--- src/verilog/dcache_config.svh ---
// Data cache build configuration
// Sizes of the address, data beat, line, set and way arrays
// and the bus timeout used by the controller

`ifndef DCACHE_CONFIG_SVH
`define DCACHE_CONFIG_SVH

// Byte address width on both the CPU and the memory bus
`define ADDR_W 16

// Width of one data word on the CPU port and one memory bus beat
`define BEAT_W 32

// Beats per cache line, four words give a 16-byte line
`define LINE_BEATS 4

// Sets and ways of the cache array
`define SETS 8
`define WAYS 2

// Cycles the bus cycle may stay open without ack or retry
`define BUS_TIMEOUT 255

`endif
--- src/verilog/cache_pkg.sv ---
// Cache types
// Request attribute, register map and the address split into
// tag, set index and word within the line

`default_nettype none

`include "dcache_config.svh"

package cache_pkg;

	// Address split, byte offset in a word, word in a line, set index
	localparam int BYTE_OFF_W = $clog2(`BEAT_W/8);
	localparam int BEAT_IDX_W = $clog2(`LINE_BEATS);
	localparam int OFFSET_W = BYTE_OFF_W + BEAT_IDX_W;
	localparam int INDEX_W = $clog2(`SETS);

	// Cacheability of a CPU request
	typedef enum logic {
		NON_CACHEABLE = 1'b0,
		CACHEABLE = 1'b1
	} attr_e;

	// Configuration register addresses
	typedef enum logic [1:0] {
		REG_CTRL = 2'd0,
		REG_HITS = 2'd1,
		REG_MISSES = 2'd2
	} reg_e;

	typedef logic [$clog2(`WAYS)-1:0] way_t;
	typedef logic [INDEX_W-1:0] index_t;
	typedef logic [BEAT_IDX_W-1:0] beat_idx_t;
	typedef logic [`ADDR_W-OFFSET_W-INDEX_W-1:0] tag_t;

endpackage

`default_nettype wire

--- src/verilog/bus_pkg.sv ---
// Memory bus types
// Data beat, byte select and byte address of the classic
// single-master bus on the memory side of the data cache

`default_nettype none

`include "dcache_config.svh"

package bus_pkg;

	// ============================================================
	// Bus payload types
	// ============================================================

	// One data word, also the CPU data width
	typedef logic [`BEAT_W-1:0] beat_t;

	// One enable per byte lane of a beat
	typedef logic [`BEAT_W/8-1:0] sel_t;

	// Byte address, word aligned on the bus
	typedef logic [`ADDR_W-1:0] adr_t;

endpackage

`default_nettype wire

--- src/verilog/dcache_top.sv ---
// Data cache subsystem top level
// Joins the configuration registers, the tag and data store and
// the access controller between the CPU port and the memory bus

`timescale 1ns/100ps
`default_nettype none

`include "dcache_config.svh"

module dcache_top (
	input wire clk_i,
	input wire rst_i,
	// CPU request port
	input wire req_i,
	input wire we_i,
	input wire bus_pkg::adr_t adr_i,
	input wire bus_pkg::beat_t wdat_i,
	input wire bus_pkg::sel_t sel_i,
	input wire cache_pkg::attr_e attr_i,
	output logic ack_o,
	output logic err_o,
	output bus_pkg::beat_t rdat_o,
	// Memory bus
	output logic bus_cyc_o,
	output logic bus_we_o,
	output bus_pkg::adr_t bus_adr_o,
	output bus_pkg::beat_t bus_dat_o,
	output bus_pkg::sel_t bus_sel_o,
	input wire bus_ack_i,
	input wire bus_rty_i,
	input wire bus_pkg::beat_t bus_dat_i,
	// Configuration port
	input wire cfg_we_i,
	input wire cache_pkg::reg_e cfg_adr_i,
	input wire bus_pkg::beat_t cfg_dat_i,
	output bus_pkg::beat_t cfg_dat_o
);

	logic enable;
	logic flush;
	logic hit;
	bus_pkg::beat_t hit_data;
	logic fill_we;
	cache_pkg::way_t fill_way;
	cache_pkg::beat_idx_t fill_beat;
	bus_pkg::beat_t fill_data;
	logic fill_done;
	logic wr_hit_we;
	logic hit_evt;
	logic miss_evt;

	dcache_cfg_regs u_regs (
		.clk_i(clk_i), .rst_i(rst_i),
		.cfg_we_i(cfg_we_i), .cfg_adr_i(cfg_adr_i),
		.cfg_dat_i(cfg_dat_i), .cfg_dat_o(cfg_dat_o),
		.hit_evt_i(hit_evt), .miss_evt_i(miss_evt),
		.enable_o(enable), .flush_o(flush)
	);

	// The hit way is used inside the store only
	dcache_store u_store (
		.clk_i(clk_i), .rst_i(rst_i), .flush_i(flush),
		.adr_i(adr_i),
		.hit_o(hit), .hit_way_o(), .hit_data_o(hit_data),
		.fill_we_i(fill_we), .fill_way_i(fill_way),
		.fill_beat_i(fill_beat), .fill_data_i(fill_data),
		.fill_done_i(fill_done),
		.wr_hit_we_i(wr_hit_we), .wdat_i(wdat_i), .sel_i(sel_i)
	);

	dcache_ctrl u_ctrl (
		.clk_i(clk_i), .rst_i(rst_i), .enable_i(enable),
		.req_i(req_i), .we_i(we_i), .adr_i(adr_i),
		.wdat_i(wdat_i), .sel_i(sel_i), .attr_i(attr_i),
		.ack_o(ack_o), .err_o(err_o), .rdat_o(rdat_o),
		.hit_i(hit), .hit_data_i(hit_data),
		.fill_we_o(fill_we), .fill_way_o(fill_way),
		.fill_beat_o(fill_beat), .fill_data_o(fill_data),
		.fill_done_o(fill_done), .wr_hit_we_o(wr_hit_we),
		.hit_evt_o(hit_evt), .miss_evt_o(miss_evt),
		.bus_cyc_o(bus_cyc_o), .bus_we_o(bus_we_o), .bus_adr_o(bus_adr_o),
		.bus_dat_o(bus_dat_o), .bus_sel_o(bus_sel_o),
		.bus_ack_i(bus_ack_i), .bus_rty_i(bus_rty_i), .bus_dat_i(bus_dat_i)
	);

endmodule

`default_nettype wire

--- src/verilog/dcache_ctrl.sv ---
// Data cache controller
// Serves read hits from the store, fetches lines on cacheable read
// misses, passes writes and bypass accesses to the memory bus, and
// handles retry back-off and the bus timeout

`timescale 1ns/100ps
`default_nettype none

`include "dcache_config.svh"

module dcache_ctrl (
	input wire clk_i,
	input wire rst_i,
	input wire enable_i,
	input wire req_i,
	input wire we_i,
	input wire bus_pkg::adr_t adr_i,
	input wire bus_pkg::beat_t wdat_i,
	input wire bus_pkg::sel_t sel_i,
	input wire cache_pkg::attr_e attr_i,
	output logic ack_o,
	output logic err_o,
	output bus_pkg::beat_t rdat_o,
	input wire hit_i,
	input wire bus_pkg::beat_t hit_data_i,
	output logic fill_we_o,
	output cache_pkg::way_t fill_way_o,
	output cache_pkg::beat_idx_t fill_beat_o,
	output bus_pkg::beat_t fill_data_o,
	output logic fill_done_o,
	output logic wr_hit_we_o,
	output logic hit_evt_o,
	output logic miss_evt_o,
	output logic bus_cyc_o,
	output logic bus_we_o,
	output bus_pkg::adr_t bus_adr_o,
	output bus_pkg::beat_t bus_dat_o,
	output bus_pkg::sel_t bus_sel_o,
	input wire bus_ack_i,
	input wire bus_rty_i,
	input wire bus_pkg::beat_t bus_dat_i
);

	localparam int TO_W = $clog2(`BUS_TIMEOUT + 1);
	localparam logic [TO_W-1:0] TO_LAST = TO_W'(`BUS_TIMEOUT - 1);
	localparam cache_pkg::beat_idx_t LAST_BEAT = cache_pkg::beat_idx_t'(`LINE_BEATS - 1);

	typedef enum logic [2:0] {
		ST_IDLE,
		ST_BUS,
		ST_GAP,
		ST_BACKOFF,
		ST_DONE
	} state_e;

	state_e state_q;
	logic [15:0] lfsr_q;
	logic [TO_W-1:0] to_cnt_q;
	logic [2:0] backoff_q;
	cache_pkg::beat_idx_t beat_q;
	cache_pkg::way_t victim_q;
	logic fill_q;
	logic cacheable;
	logic beat_ack;

	// Only cacheable requests with the cache on ever look at the store
	assign cacheable = enable_i && (attr_i == cache_pkg::CACHEABLE);
	assign beat_ack = (state_q == ST_BUS) && bus_ack_i;

	// Store writes happen in the ack cycle itself
	assign fill_we_o = beat_ack && fill_q;
	assign fill_way_o = victim_q;
	assign fill_beat_o = beat_q;
	assign fill_data_o = bus_dat_i;
	assign fill_done_o = fill_we_o && (beat_q == LAST_BEAT);
	assign wr_hit_we_o = beat_ack && bus_we_o && hit_i;

	// Free-running 16-bit Fibonacci LFSR, taps 16 14 13 11
	always_ff @(posedge clk_i) begin
		if (rst_i)
			lfsr_q <= 16'hace1;
		else
			lfsr_q <= {lfsr_q[14:0], lfsr_q[15] ^ lfsr_q[13] ^ lfsr_q[12] ^ lfsr_q[10]};
	end

	// ============================================================
	// Access state machine
	// ============================================================

	always_ff @(posedge clk_i) begin
		if (rst_i) begin
			state_q <= ST_IDLE;
			{ack_o, err_o, hit_evt_o, miss_evt_o} <= '0;
			{bus_cyc_o, bus_we_o, fill_q} <= '0;
			bus_adr_o <= '0;
			bus_dat_o <= '0;
			bus_sel_o <= '0;
			rdat_o <= '0;
			beat_q <= '0;
			victim_q <= '0;
			to_cnt_q <= '0;
			backoff_q <= '0;
		end else begin
			// Acknowledge and event outputs are single-cycle pulses
			{ack_o, err_o, hit_evt_o, miss_evt_o} <= '0;
			case (state_q)
				ST_IDLE: begin
					if (req_i) begin
						to_cnt_q <= '0;
						beat_q <= '0;
						if (!we_i && cacheable && hit_i) begin
							rdat_o <= hit_data_i;
							ack_o <= 1'b1;
							hit_evt_o <= 1'b1;
							state_q <= ST_DONE;
						end else if (!we_i && cacheable) begin
							// Line fill starts at word 0 of the line
							miss_evt_o <= 1'b1;
							fill_q <= 1'b1;
							victim_q <= lfsr_q[0];
							bus_cyc_o <= 1'b1;
							bus_we_o <= 1'b0;
							bus_adr_o <= {adr_i[`ADDR_W-1:cache_pkg::OFFSET_W],
								{cache_pkg::OFFSET_W{1'b0}}};
							bus_sel_o <= '1;
							state_q <= ST_BUS;
						end else begin
							// Single beat for writes and bypass reads
							fill_q <= 1'b0;
							bus_cyc_o <= 1'b1;
							bus_we_o <= we_i;
							bus_adr_o <= {adr_i[`ADDR_W-1:cache_pkg::BYTE_OFF_W],
								{cache_pkg::BYTE_OFF_W{1'b0}}};
							bus_dat_o <= wdat_i;
							bus_sel_o <= we_i ? sel_i : '1;
							state_q <= ST_BUS;
						end
					end
				end
				ST_BUS: begin
					to_cnt_q <= to_cnt_q + 1'b1;
					if (bus_ack_i) begin
						bus_cyc_o <= 1'b0;
						// Keep the requested word of a fill, or the bypass read data
						if (!bus_we_o && (!fill_q ||
							beat_q == adr_i[cache_pkg::BYTE_OFF_W +: cache_pkg::BEAT_IDX_W]))
							rdat_o <= bus_dat_i;
						if (fill_q && (beat_q != LAST_BEAT)) begin
							beat_q <= beat_q + 1'b1;
							bus_adr_o[cache_pkg::BYTE_OFF_W +: cache_pkg::BEAT_IDX_W] <=
								beat_q + 1'b1;
							state_q <= ST_GAP;
						end else begin
							ack_o <= 1'b1;
							state_q <= ST_DONE;
						end
					end else if (bus_rty_i) begin
						// Back off for 1 to 8 cycles before the same beat again
						bus_cyc_o <= 1'b0;
						backoff_q <= lfsr_q[3:1];
						state_q <= ST_BACKOFF;
					end else if (to_cnt_q == TO_LAST) begin
						bus_cyc_o <= 1'b0;
						ack_o <= 1'b1;
						err_o <= 1'b1;
						state_q <= ST_DONE;
					end
				end
				// Bus idle for one cycle between fill beats
				ST_GAP: begin
					bus_cyc_o <= 1'b1;
					to_cnt_q <= '0;
					state_q <= ST_BUS;
				end
				ST_BACKOFF: begin
					if (backoff_q == '0) begin
						bus_cyc_o <= 1'b1;
						to_cnt_q <= '0;
						state_q <= ST_BUS;
					end else begin
						backoff_q <= backoff_q - 1'b1;
					end
				end
				// Ack cycle, the CPU drops its request after this
				ST_DONE: state_q <= ST_IDLE;
				default: state_q <= ST_IDLE;
			endcase
		end
	end

endmodule

`default_nettype wire

--- src/verilog/dcache_store.sv ---
// Data cache storage
// Tag, valid and data arrays for every way and set, with the
// combinational hit lookup, the line fill path and the byte
// merge of a write-through hit

`timescale 1ns/100ps
`default_nettype none

`include "dcache_config.svh"

module dcache_store (
	input wire clk_i,
	input wire rst_i,
	input wire flush_i,
	input wire bus_pkg::adr_t adr_i,
	output logic hit_o,
	output cache_pkg::way_t hit_way_o,
	output bus_pkg::beat_t hit_data_o,
	input wire fill_we_i,
	input wire cache_pkg::way_t fill_way_i,
	input wire cache_pkg::beat_idx_t fill_beat_i,
	input wire bus_pkg::beat_t fill_data_i,
	input wire fill_done_i,
	input wire wr_hit_we_i,
	input wire bus_pkg::beat_t wdat_i,
	input wire bus_pkg::sel_t sel_i
);

	// ============================================================
	// Arrays and address split
	// ============================================================

	// Data words are addressed by set and word within the line
	bus_pkg::beat_t data_mem [`WAYS][`SETS*`LINE_BEATS];
	cache_pkg::tag_t tag_mem [`WAYS][`SETS];
	logic [`SETS-1:0] valid_q [`WAYS];

	cache_pkg::index_t idx;
	cache_pkg::beat_idx_t beat;
	cache_pkg::tag_t tag;

	assign beat = adr_i[cache_pkg::BYTE_OFF_W +: cache_pkg::BEAT_IDX_W];
	assign idx = adr_i[cache_pkg::OFFSET_W +: cache_pkg::INDEX_W];
	assign tag = adr_i[`ADDR_W-1:cache_pkg::OFFSET_W+cache_pkg::INDEX_W];

	// ============================================================
	// Lookup
	// ============================================================

	// A line is only ever present in one way, so the last match wins harmlessly
	always_comb begin
		hit_o = 1'b0;
		hit_way_o = '0;
		for (int w = 0; w < `WAYS; w++) begin
			if (valid_q[w][idx] && (tag_mem[w][idx] == tag)) begin
				hit_o = 1'b1;
				hit_way_o = cache_pkg::way_t'(w);
			end
		end
	end

	assign hit_data_o = data_mem[hit_way_o][{idx, beat}];

	// ============================================================
	// Updates
	// ============================================================

	// Fill beats land in the victim way, the tag follows the CPU address
	// Write hits merge only the enabled byte lanes
	always_ff @(posedge clk_i) begin
		if (fill_we_i) begin
			data_mem[fill_way_i][{idx, fill_beat_i}] <= fill_data_i;
			tag_mem[fill_way_i][idx] <= tag;
		end
		if (wr_hit_we_i) begin
			for (int b = 0; b < `BEAT_W/8; b++) begin
				if (sel_i[b])
					data_mem[hit_way_o][{idx, beat}][b*8 +: 8] <= wdat_i[b*8 +: 8];
			end
		end
	end

	// The victim line goes invalid on its first fill beat and comes back
	// only when the whole line is in, so an aborted fill leaves it invalid
	always_ff @(posedge clk_i) begin
		if (rst_i || flush_i) begin
			for (int w = 0; w < `WAYS; w++)
				valid_q[w] <= '0;
		end else if (fill_done_i) begin
			valid_q[fill_way_i][idx] <= 1'b1;
		end else if (fill_we_i) begin
			valid_q[fill_way_i][idx] <= 1'b0;
		end
	end

endmodule

`default_nettype wire

--- src/verilog/dcache_cfg_regs.sv ---
// Data cache configuration and statistics registers
// Holds the enable bit, issues the flush pulse and counts
// cacheable read hits and misses for the controller

`timescale 1ns/100ps
`default_nettype none

`include "dcache_config.svh"

module dcache_cfg_regs (
	input wire clk_i,
	input wire rst_i,
	input wire cfg_we_i,
	input wire cache_pkg::reg_e cfg_adr_i,
	input wire bus_pkg::beat_t cfg_dat_i,
	output bus_pkg::beat_t cfg_dat_o,
	input wire hit_evt_i,
	input wire miss_evt_i,
	output logic enable_o,
	output logic flush_o
);

	logic ctrl_we;
	bus_pkg::beat_t hits_q;
	bus_pkg::beat_t misses_q;

	assign ctrl_we = cfg_we_i && (cfg_adr_i == cache_pkg::REG_CTRL);

	// Enable is stored, flush only lives for the cycle after the write
	always_ff @(posedge clk_i) begin
		if (rst_i) begin
			enable_o <= 1'b0;
			flush_o <= 1'b0;
			hits_q <= '0;
			misses_q <= '0;
		end else begin
			flush_o <= ctrl_we && cfg_dat_i[1];
			if (ctrl_we)
				enable_o <= cfg_dat_i[0];
			// Counters wrap silently
			if (hit_evt_i)
				hits_q <= hits_q + 1'b1;
			if (miss_evt_i)
				misses_q <= misses_q + 1'b1;
		end
	end

	// Read mux, the flush bit always reads back as zero
	always_comb begin
		case (cfg_adr_i)
			cache_pkg::REG_CTRL: cfg_dat_o = {{(`BEAT_W-1){1'b0}}, enable_o};
			cache_pkg::REG_HITS: cfg_dat_o = hits_q;
			cache_pkg::REG_MISSES: cfg_dat_o = misses_q;
			default: cfg_dat_o = '0;
		endcase
	end

endmodule

`default_nettype wire

--- config.mk ---
export PLATFORM = sky130hd
export DESIGN_NAME = dcache_top
export DESIGN_NICKNAME = d
export VERILOG_FILES = /design/src/verilog/cache_pkg.sv /design/src/verilog/bus_pkg.sv /design/src/verilog/dcache_top.sv /design/src/verilog/dcache_ctrl.sv /design/src/verilog/dcache_store.sv /design/src/verilog/dcache_cfg_regs.sv
export VERILOG_INCLUDE_DIRS = /design/src /design/src/verilog
export SDC_FILE = /design/constraint.sdc
export NUM_CORES = 2
export LEC_CHECK = 0
export BUFFER_PORTS_ARGS = -buffer_cell sky130_fd_sc_hd__buf_2
export CORE_MARGIN = 3
export CORE_UTILIZATION = 57
export DETAILED_ROUTE_END_ITERATION = 16
export PLACE_DENSITY = 0.76
export SYNTH_ARGS = -nofsm -noshare
export SYNTH_HDL_FRONTEND = slang
export SYNTH_HIERARCHICAL = 1
export SYNTH_SLANG_ARGS = --single-unit
--- constraint.sdc ---
create_clock -name clk_i -period 4.8 [get_ports clk_i]
set_clock_uncertainty 0.15 [all_clocks]
set_input_delay 0.24 -clock clk_i [delete_from_list [all_inputs] [get_ports clk_i]]
set_output_delay 0.24 -clock clk_i [all_outputs]
set_load 0.05 [all_outputs]
== After elaboration in Yosys (flattened, before gate mapping) ==
Memories as Yosys holds them, arrays and structs flattened.
Index checks and enable logic that the tools add are counted.

* Memory bits (writable): 2208
* Memories kept: 3
* Output and inout port bits: 120
* Register bits after elaboration: 190

* Add/subtract/negate cells: 5
* Reductions and logical operators: 43
* Multiplexer cells: 3183
* Magnitude comparators: 8
* Eq/ne operators: 22
* Bitwise gates (word level): 3091

{| class="wikitable"
|+ Memory list
! name !! words !! width !! read ports !! clocked after memory_dff !! write ports !! line !! text
|-
| u_store.data_mem || 2 || 1024 || 1 || 0 || 2 || dcache_store.sv:34 || <nowiki>bus_pkg::beat_t data_mem [`WAYS][`SETS*`LINE_BEATS];</nowiki>
|-
| u_store.tag_mem || 2 || 72 || 2 || 0 || 1 || dcache_store.sv:35 || <nowiki>cache_pkg::tag_t tag_mem [`WAYS][`SETS];</nowiki>
|-
| u_store.valid_q || 2 || 8 || 2 || 0 || 2 || dcache_store.sv:36 || <nowiki>logic [`SETS-1:0] valid_q [`WAYS];</nowiki>
|}

{| class="wikitable"
|+ Operator list
! kind !! count
|-
| 1024-bit two-way mux || 5
|-
| 1-bit two-way mux || 3116
|-
| 1-bit OR || 3080
|-
| 32-bit demux with 5-bit select || 5
|-
| 32-bit two-way mux || 8
|-
| 32-bit binary-select mux with 5-bit select || 1
|-
| 32-bit case mux with 3 select lines || 1
|-
| 72-bit two-way mux || 1
|-
| 32-bit by 1-bit adder with 32-bit output, second input constant || 2
|-
| 32-bit case mux with 2 select lines || 1
|-
| 8-bit two-way mux || 7
|-
| 9-bit binary-select mux with 3-bit select || 2
|-
| 9-bit two-way mux || 5
|-
| 8-bit case mux with 4 select lines || 1
|-
| 3-bit two-way mux || 10
|-
| 9-bit demux with 3-bit select || 1
|-
| 24-bit two-way mux || 1
|-
| 4-bit two-way mux || 5
|-
| 9-bit equality test || 2
|-
| 1-bit logical AND || 18
|-
| 2-bit != test, second input constant || 9
|-
| 16-bit two-way mux || 1
|-
| 4-bit AND reduction || 4
|-
| 5-bit AND reduction || 3
|-
| 40 further kinds || 63
|}

== Logic depth before layout (Yosys ltp) ==
* Depth in word-level cells: 14
* Depth in mapped cells: 22
* Gate-level depth less buffers: 14

== By module ==
Netlist, hierarchy kept.

{| class="wikitable"
|+ By module, submodules not included
! module !! area each (um^2) !! cells each !! times used
|-
| dcache_store || 113460.1 || 7207 || 1
|-
| dcache_ctrl || 5119.9 || 620 || 1
|-
| dcache_cfg_regs || 3385.7 || 399 || 1
|}

== Worst setup path before layout ==
No wires, ideal clock.

* Path kind: input to register
* Start point: input adr_i[4]
* End point: memory u_store/data_mem[1][264] (netlist name), enable pin
* Arrival: 4417 ps
* Path slack: -151 ps
* Library setup time: 384 ps
* Stages on the path: 21
* Path through: buf_2 buf_2 buf_2 clkbuf_1 nor2_1 clkbuf_1 clkbuf_1 a22oi_1 nand4_1 xor2_1 nor4_1 nand3_1 nand2_1 nand2_1 nor3_1 and2_1 nand2b_1 clkbuf_1 clkbuf_1 buf_1 o21ai_0

{| class="wikitable"
|+ RTL lines
! item !! line !! text
|-
| start: declaration || dcache_top.sv:16 || <nowiki>input wire bus_pkg::adr_t adr_i,</nowiki>
|-
| end: declaration || dcache_store.sv:34 ||
|}

== Final worst setup path ==
* Start point: input adr_i[6]
* End point: register u_ctrl.rdat_o[26]

* Longest elaborated chain between the ends: 14
* Elaborated cells on any way between the ends: 29

{| class="wikitable"
|+ RTL lines
! item !! line !! text
|-
| 3-bit inverter with 4-bit output (implied by the code) || dcache_store.sv:55 || <nowiki>if (valid_q[w][idx] && (tag_mem[w][idx] == tag)) begin</nowiki>
|-
| 9-bit binary-select mux with 3-bit select || dcache_store.sv:55 ||
|-
| 9-bit two-way mux (implied by the code) (2 in a row) || dcache_store.sv:55 ||
|-
| 9-bit equality test || dcache_store.sv:55 ||
|-
| 1-bit logical AND || dcache_store.sv:55 ||
|-
| 1-bit two-way mux || dcache_store.sv:55 ||
|-
| memory read 2 x 1024 bit || - ||
|-
| 32-bit binary-select mux with 5-bit select * || dcache_store.sv:62 || <nowiki>assign hit_data_o = data_mem[hit_way_o][{idx, beat}];</nowiki>
|-
| 32-bit two-way mux (implied by the code) * (2 in a row) || dcache_store.sv:62 ||
|-
| named net hit_data[26] || dcache_top.sv:42 || <nowiki>bus_pkg::beat_t hit_data;</nowiki>
|-
| 32-bit two-way mux * || dcache_ctrl.sv:111 || <nowiki>if (!we_i && cacheable && hit_i) begin</nowiki>
|-
| 32-bit two-way mux * || dcache_ctrl.sv:108 || <nowiki>if (req_i) begin</nowiki>
|-
| 32-bit case mux with 2 select lines * || dcache_ctrl.sv:106 || <nowiki>case (state_q)</nowiki>
|-
| end signal: assignment || dcache_ctrl.sv:112 || <nowiki>rdat_o <= hit_data_i;</nowiki>
|-
| end signal: assignment || dcache_ctrl.sv:147 || <nowiki>rdat_o <= bus_dat_i;</nowiki>
|-
| end: declaration || dcache_ctrl.sv:23 || <nowiki>output bus_pkg::beat_t rdat_o,</nowiki>
|}

Mark *: on every way through the listed nets, which the timed path passes. The rest lies on a longest branch. The select of a mux whose other input is x is not followed.
A chain may end at the register's enable or synchronous reset.

==> flow_results.org <==
** Setup path
- Req. time, crit path :: ~5500 ps
- The critical path goes through dlygate4sd3_1 > buf_2 > buf_4 > mux2_1 > a221o_1 > a222oi_1 > xnor2_1 > or4_4 > buf_12 > buf_12 > mux2_2 > o211ai_1 > or4_1 > nand2_1 > a31oi_1 > o21a_1.
- In this design, the stage delay of the slowest critical-path cell is slightly above 600 ps.
- Worst Path Buf+Inv :: 5
- The worst setup path is launched from an input pin.
- The slowest stage of the critical path is the sky130_fd_sc_hd__or4_4 cell.
- Largest delay contributor family on the critical path :: buffers and inverters
- Worst Setup End Kind :: register
- Crit path DAT :: 5370 ps
- By instance count, the cell type seen most on the critical path is sky130_fd_sc_hd__buf_12.
- Peak fanout along the critical path :: slightly below 80
- Setup CP Type :: input pin to register

** Global routing
- For this run, global-route usage on met2 was measured as 0.512.
- Wire length of the first global-routing pass :: 545000 microns
- The number of global-route vias before repair is between 70000 and 80000.
- Total Routing Usage GR :: 0.340
- GR Overflow Total :: 0
- Met3 usage in global routing :: 0.0940
- Entering global routing, the biggest net connects 112 pins.
- Number of antenna violations at the first check in global routing :: 39
- For this run, global-route usage on met1 was measured as 0.435.
- The layer flagged by global routing as most heavily used is met2.

** Detailed routing
- Once detail routing completed, the nets flagged for antenna violations numbered 0.
- Via-to-Cell Ratio :: around 6.8
- The first TritonRoute pass finished after 6 iterations.
- Routed wirelength normalized by instance count :: between 30 and 40 microns
- The final route contains ~80000 vias.
- Wire length reported by the detailed router :: roughly 380000 microns
- 1st-iter DRT viols :: 10700
- Residual DRC :: 0

** STA
- Final min period :: between 4000 and 5000 ps
- The worst pin sits at a relative slew slack of 0.165.
- Transition at the pin with the smallest max-transition slack :: 1250 ps
- Number of setup violations in the final report :: 0
- Based on the critical path, the design can be clocked at up to 0.212 GHz.
- Setup TNS :: 0 ps
- Hold is met by between 20 and 25 ps.
- The final-report max-slew violation count came to 0.
- Worst setup margin :: ~84 ps
- Of the available clock period, the critical path in the final layout requires 0.982.
- The number of endpoints with negative hold slack in the final report is 0.

** Power
- IR analysis of the VDD net gives a maximum drop of between 0.3 and 0.4 mV.
- For this design the ratio of total power to cell area is ~330 mW/mm^2.
- Leakage power :: between 40 and 50 nW

** Placed design
- During placement, the flow inserted port buffers numbering around 210.
- Post-placement worst setup slack :: -255 ps
- Routability-driven placement finished with a final weighted congestion of 0.904.
- Post-Place Cells :: around 11000
- Final HPWL DP :: 231000 microns

** CTS
- Clk sink count :: ~2400
- Clock slew at the register clock pins of the worst setup and hold paths :: 60 ps
- Maximum level of the CTS H-tree :: 4
- TritonCTS built the clock tree.
- Insertion delay to the later sink of the worst-skew pair :: slightly above 900 ps
- Cell at the root of the clock tree :: sky130_fd_sc_hd__clkbuf_16
- Clock tree synthesis inserted a total of approximately 240 buffers.
- The longest clock path from root to sink contains 3 buffers.

** Worst hold path
- Worst min-delay path class :: input pin to register

** Final layout
- Layout overhead on the synthesized area :: 14.3%
- Finished Layout Cells :: about 12000
- The final layout contains just under 9000 nets.
- In the final layout, the share of cells above drive strength 1 is 0.479.

** Synth
- Synth warn :: 6
- Averaged over all synthesized cells, the footprint is ~15 sq um.
- Cell Area, Synth :: ~0.12 sq mm
- Synthesis produced a netlist whose cell count is about 8200.

** Die
- around 250 I/O pins were placed.
- The die is approximately 470 microns tall.
- The die is around 470 microns wide.
- The die covers ~0.22 sq mm.
- For this configuration, the core starts out at a cell density of 0.574.
- Number of core rows :: 169
- Core area :: approximately 0.21 sq mm

** Run status
- The flow ran to the end, and the final reports show no timing, DRC or antenna violations.

** Run
- Max Cap Violations :: 0
-- worst paths after layout --
| check | startpoint | end | slack (ps) | depth (start not counted) |
|---|---|---|---|---|
| worst min-delay path | adr_i[3] | u_ctrl/bus_adr_o[3] | 20 | 4 |
| worst max register to register | u_store/tag_mem[1][10] | u_ctrl/rdat_o[26] | 110 | 13 |
| worst max-delay path | adr_i[6] | u_ctrl/rdat_o[26] | 80 | 16 |
| worst min register to register | u_ctrl/lfsr_q[9] | u_ctrl/lfsr_q[10] | 260 | 1 |
-- where the power goes --
part | internal [mW] | total, mW | leakage [nW] | switching, mW
clock | 11.2 | 19.6 | 3.99 | 8.42
sequential | 22.8 | 22.9 | 21.4 | 0.0894
combinational | 1.47 | 3.77 | 19.7 | 2.30
-- tightest hold or removal path, delay by kind of cell --
family,cells,cell delay (ps)
AOI/OAI and AO/OA,1,90
buffers and inverters,2,540
and+or+nand+nor,1,110
-- flip-flops by register name, indices dropped and copies added, names as in the netlist, 4 cells and up --
| signal | flops |
|---|---|
| u_ctrl/rdat_o | 32 |
| u_store/data_mem | 2048 |
| u_ctrl/bus_sel_o | 4 |
| u_ctrl/lfsr_q | 16 |
| u_ctrl/bus_dat_o | 32 |
| u_regs/hits_q | 32 |
| u_regs/misses_q | 32 |
| u_store/valid_q | 16 |
| u_ctrl/to_cnt_q | 8 |
| u_ctrl/bus_adr_o | 14 |
| u_store/tag_mem | 144 |
-- area by class of cell --
cell class | count | area (sq um)
inverters | 16 | 60.1
flip-flops and latches | 2396 | 70100
well taps | 2821 | 3530
fillers | 14500 | 73100
clock buffers | 301 | 6440
multi-input cells | 4926 | 48300
repair buffers | 1080 | 9190
clock inverters | 153 | 1730
diodes | 50 | 125
-- layer usage --
metal  part of all wire  routed length (microns)  up-vias
li1                   -                        -    32800
met1               0.36                   134000    40600
met2               0.46                   172000     5165
met3               0.12                    43600     1060
met4              0.073                    27700       18
met5            0.00029                      108        -
-- what timing repair did --
item                                    4_1_cts  5_1_grt
endpoints found under the hold margin       451        0
resized for setup                             0        3
hold buffers                                 88        0
setup buffers                                 0        2
endpoints found under the setup margin        0     1243
-- placed cells by master, fill, tap and decap left out, drive strengths merged, types with 9 or more instances in the layout --
cell and n:
a21oi 92, a22o 34, a22oi 42, a31oi 36
and2 14, buf 992, bufinv 30, clkbuf 301
clkinv 98, clkinvlp 14, dfxtp 188, diode 50
dlygate4sd3 88, edfxtp 2208, inv 27, mux2 2182
mux2i 17, mux4 524, nand2 688, nand2b 11
nand3 152, nand3b 9, nand4 35, nor2 360
nor2b 21, nor3 17, nor4 13, o211ai 130
o21a 32, o21ai 291, o31ai 26, or2 11
or3 18, or4 60, xnor2 21, xor2 29
-- stage by stage --
step            util  area, sq um  power (mW)
2_1_floorplan      -       122000        25.8
3_3_place_gp   0.613       130000        26.9
3_5_place_dp   0.613       130000        27.0
4_1_cts        0.655       139000        46.3
5_1_grt        0.656       139000        47.4
6_report       0.656       139000        46.3
Power figures use the tool's default switching activity.
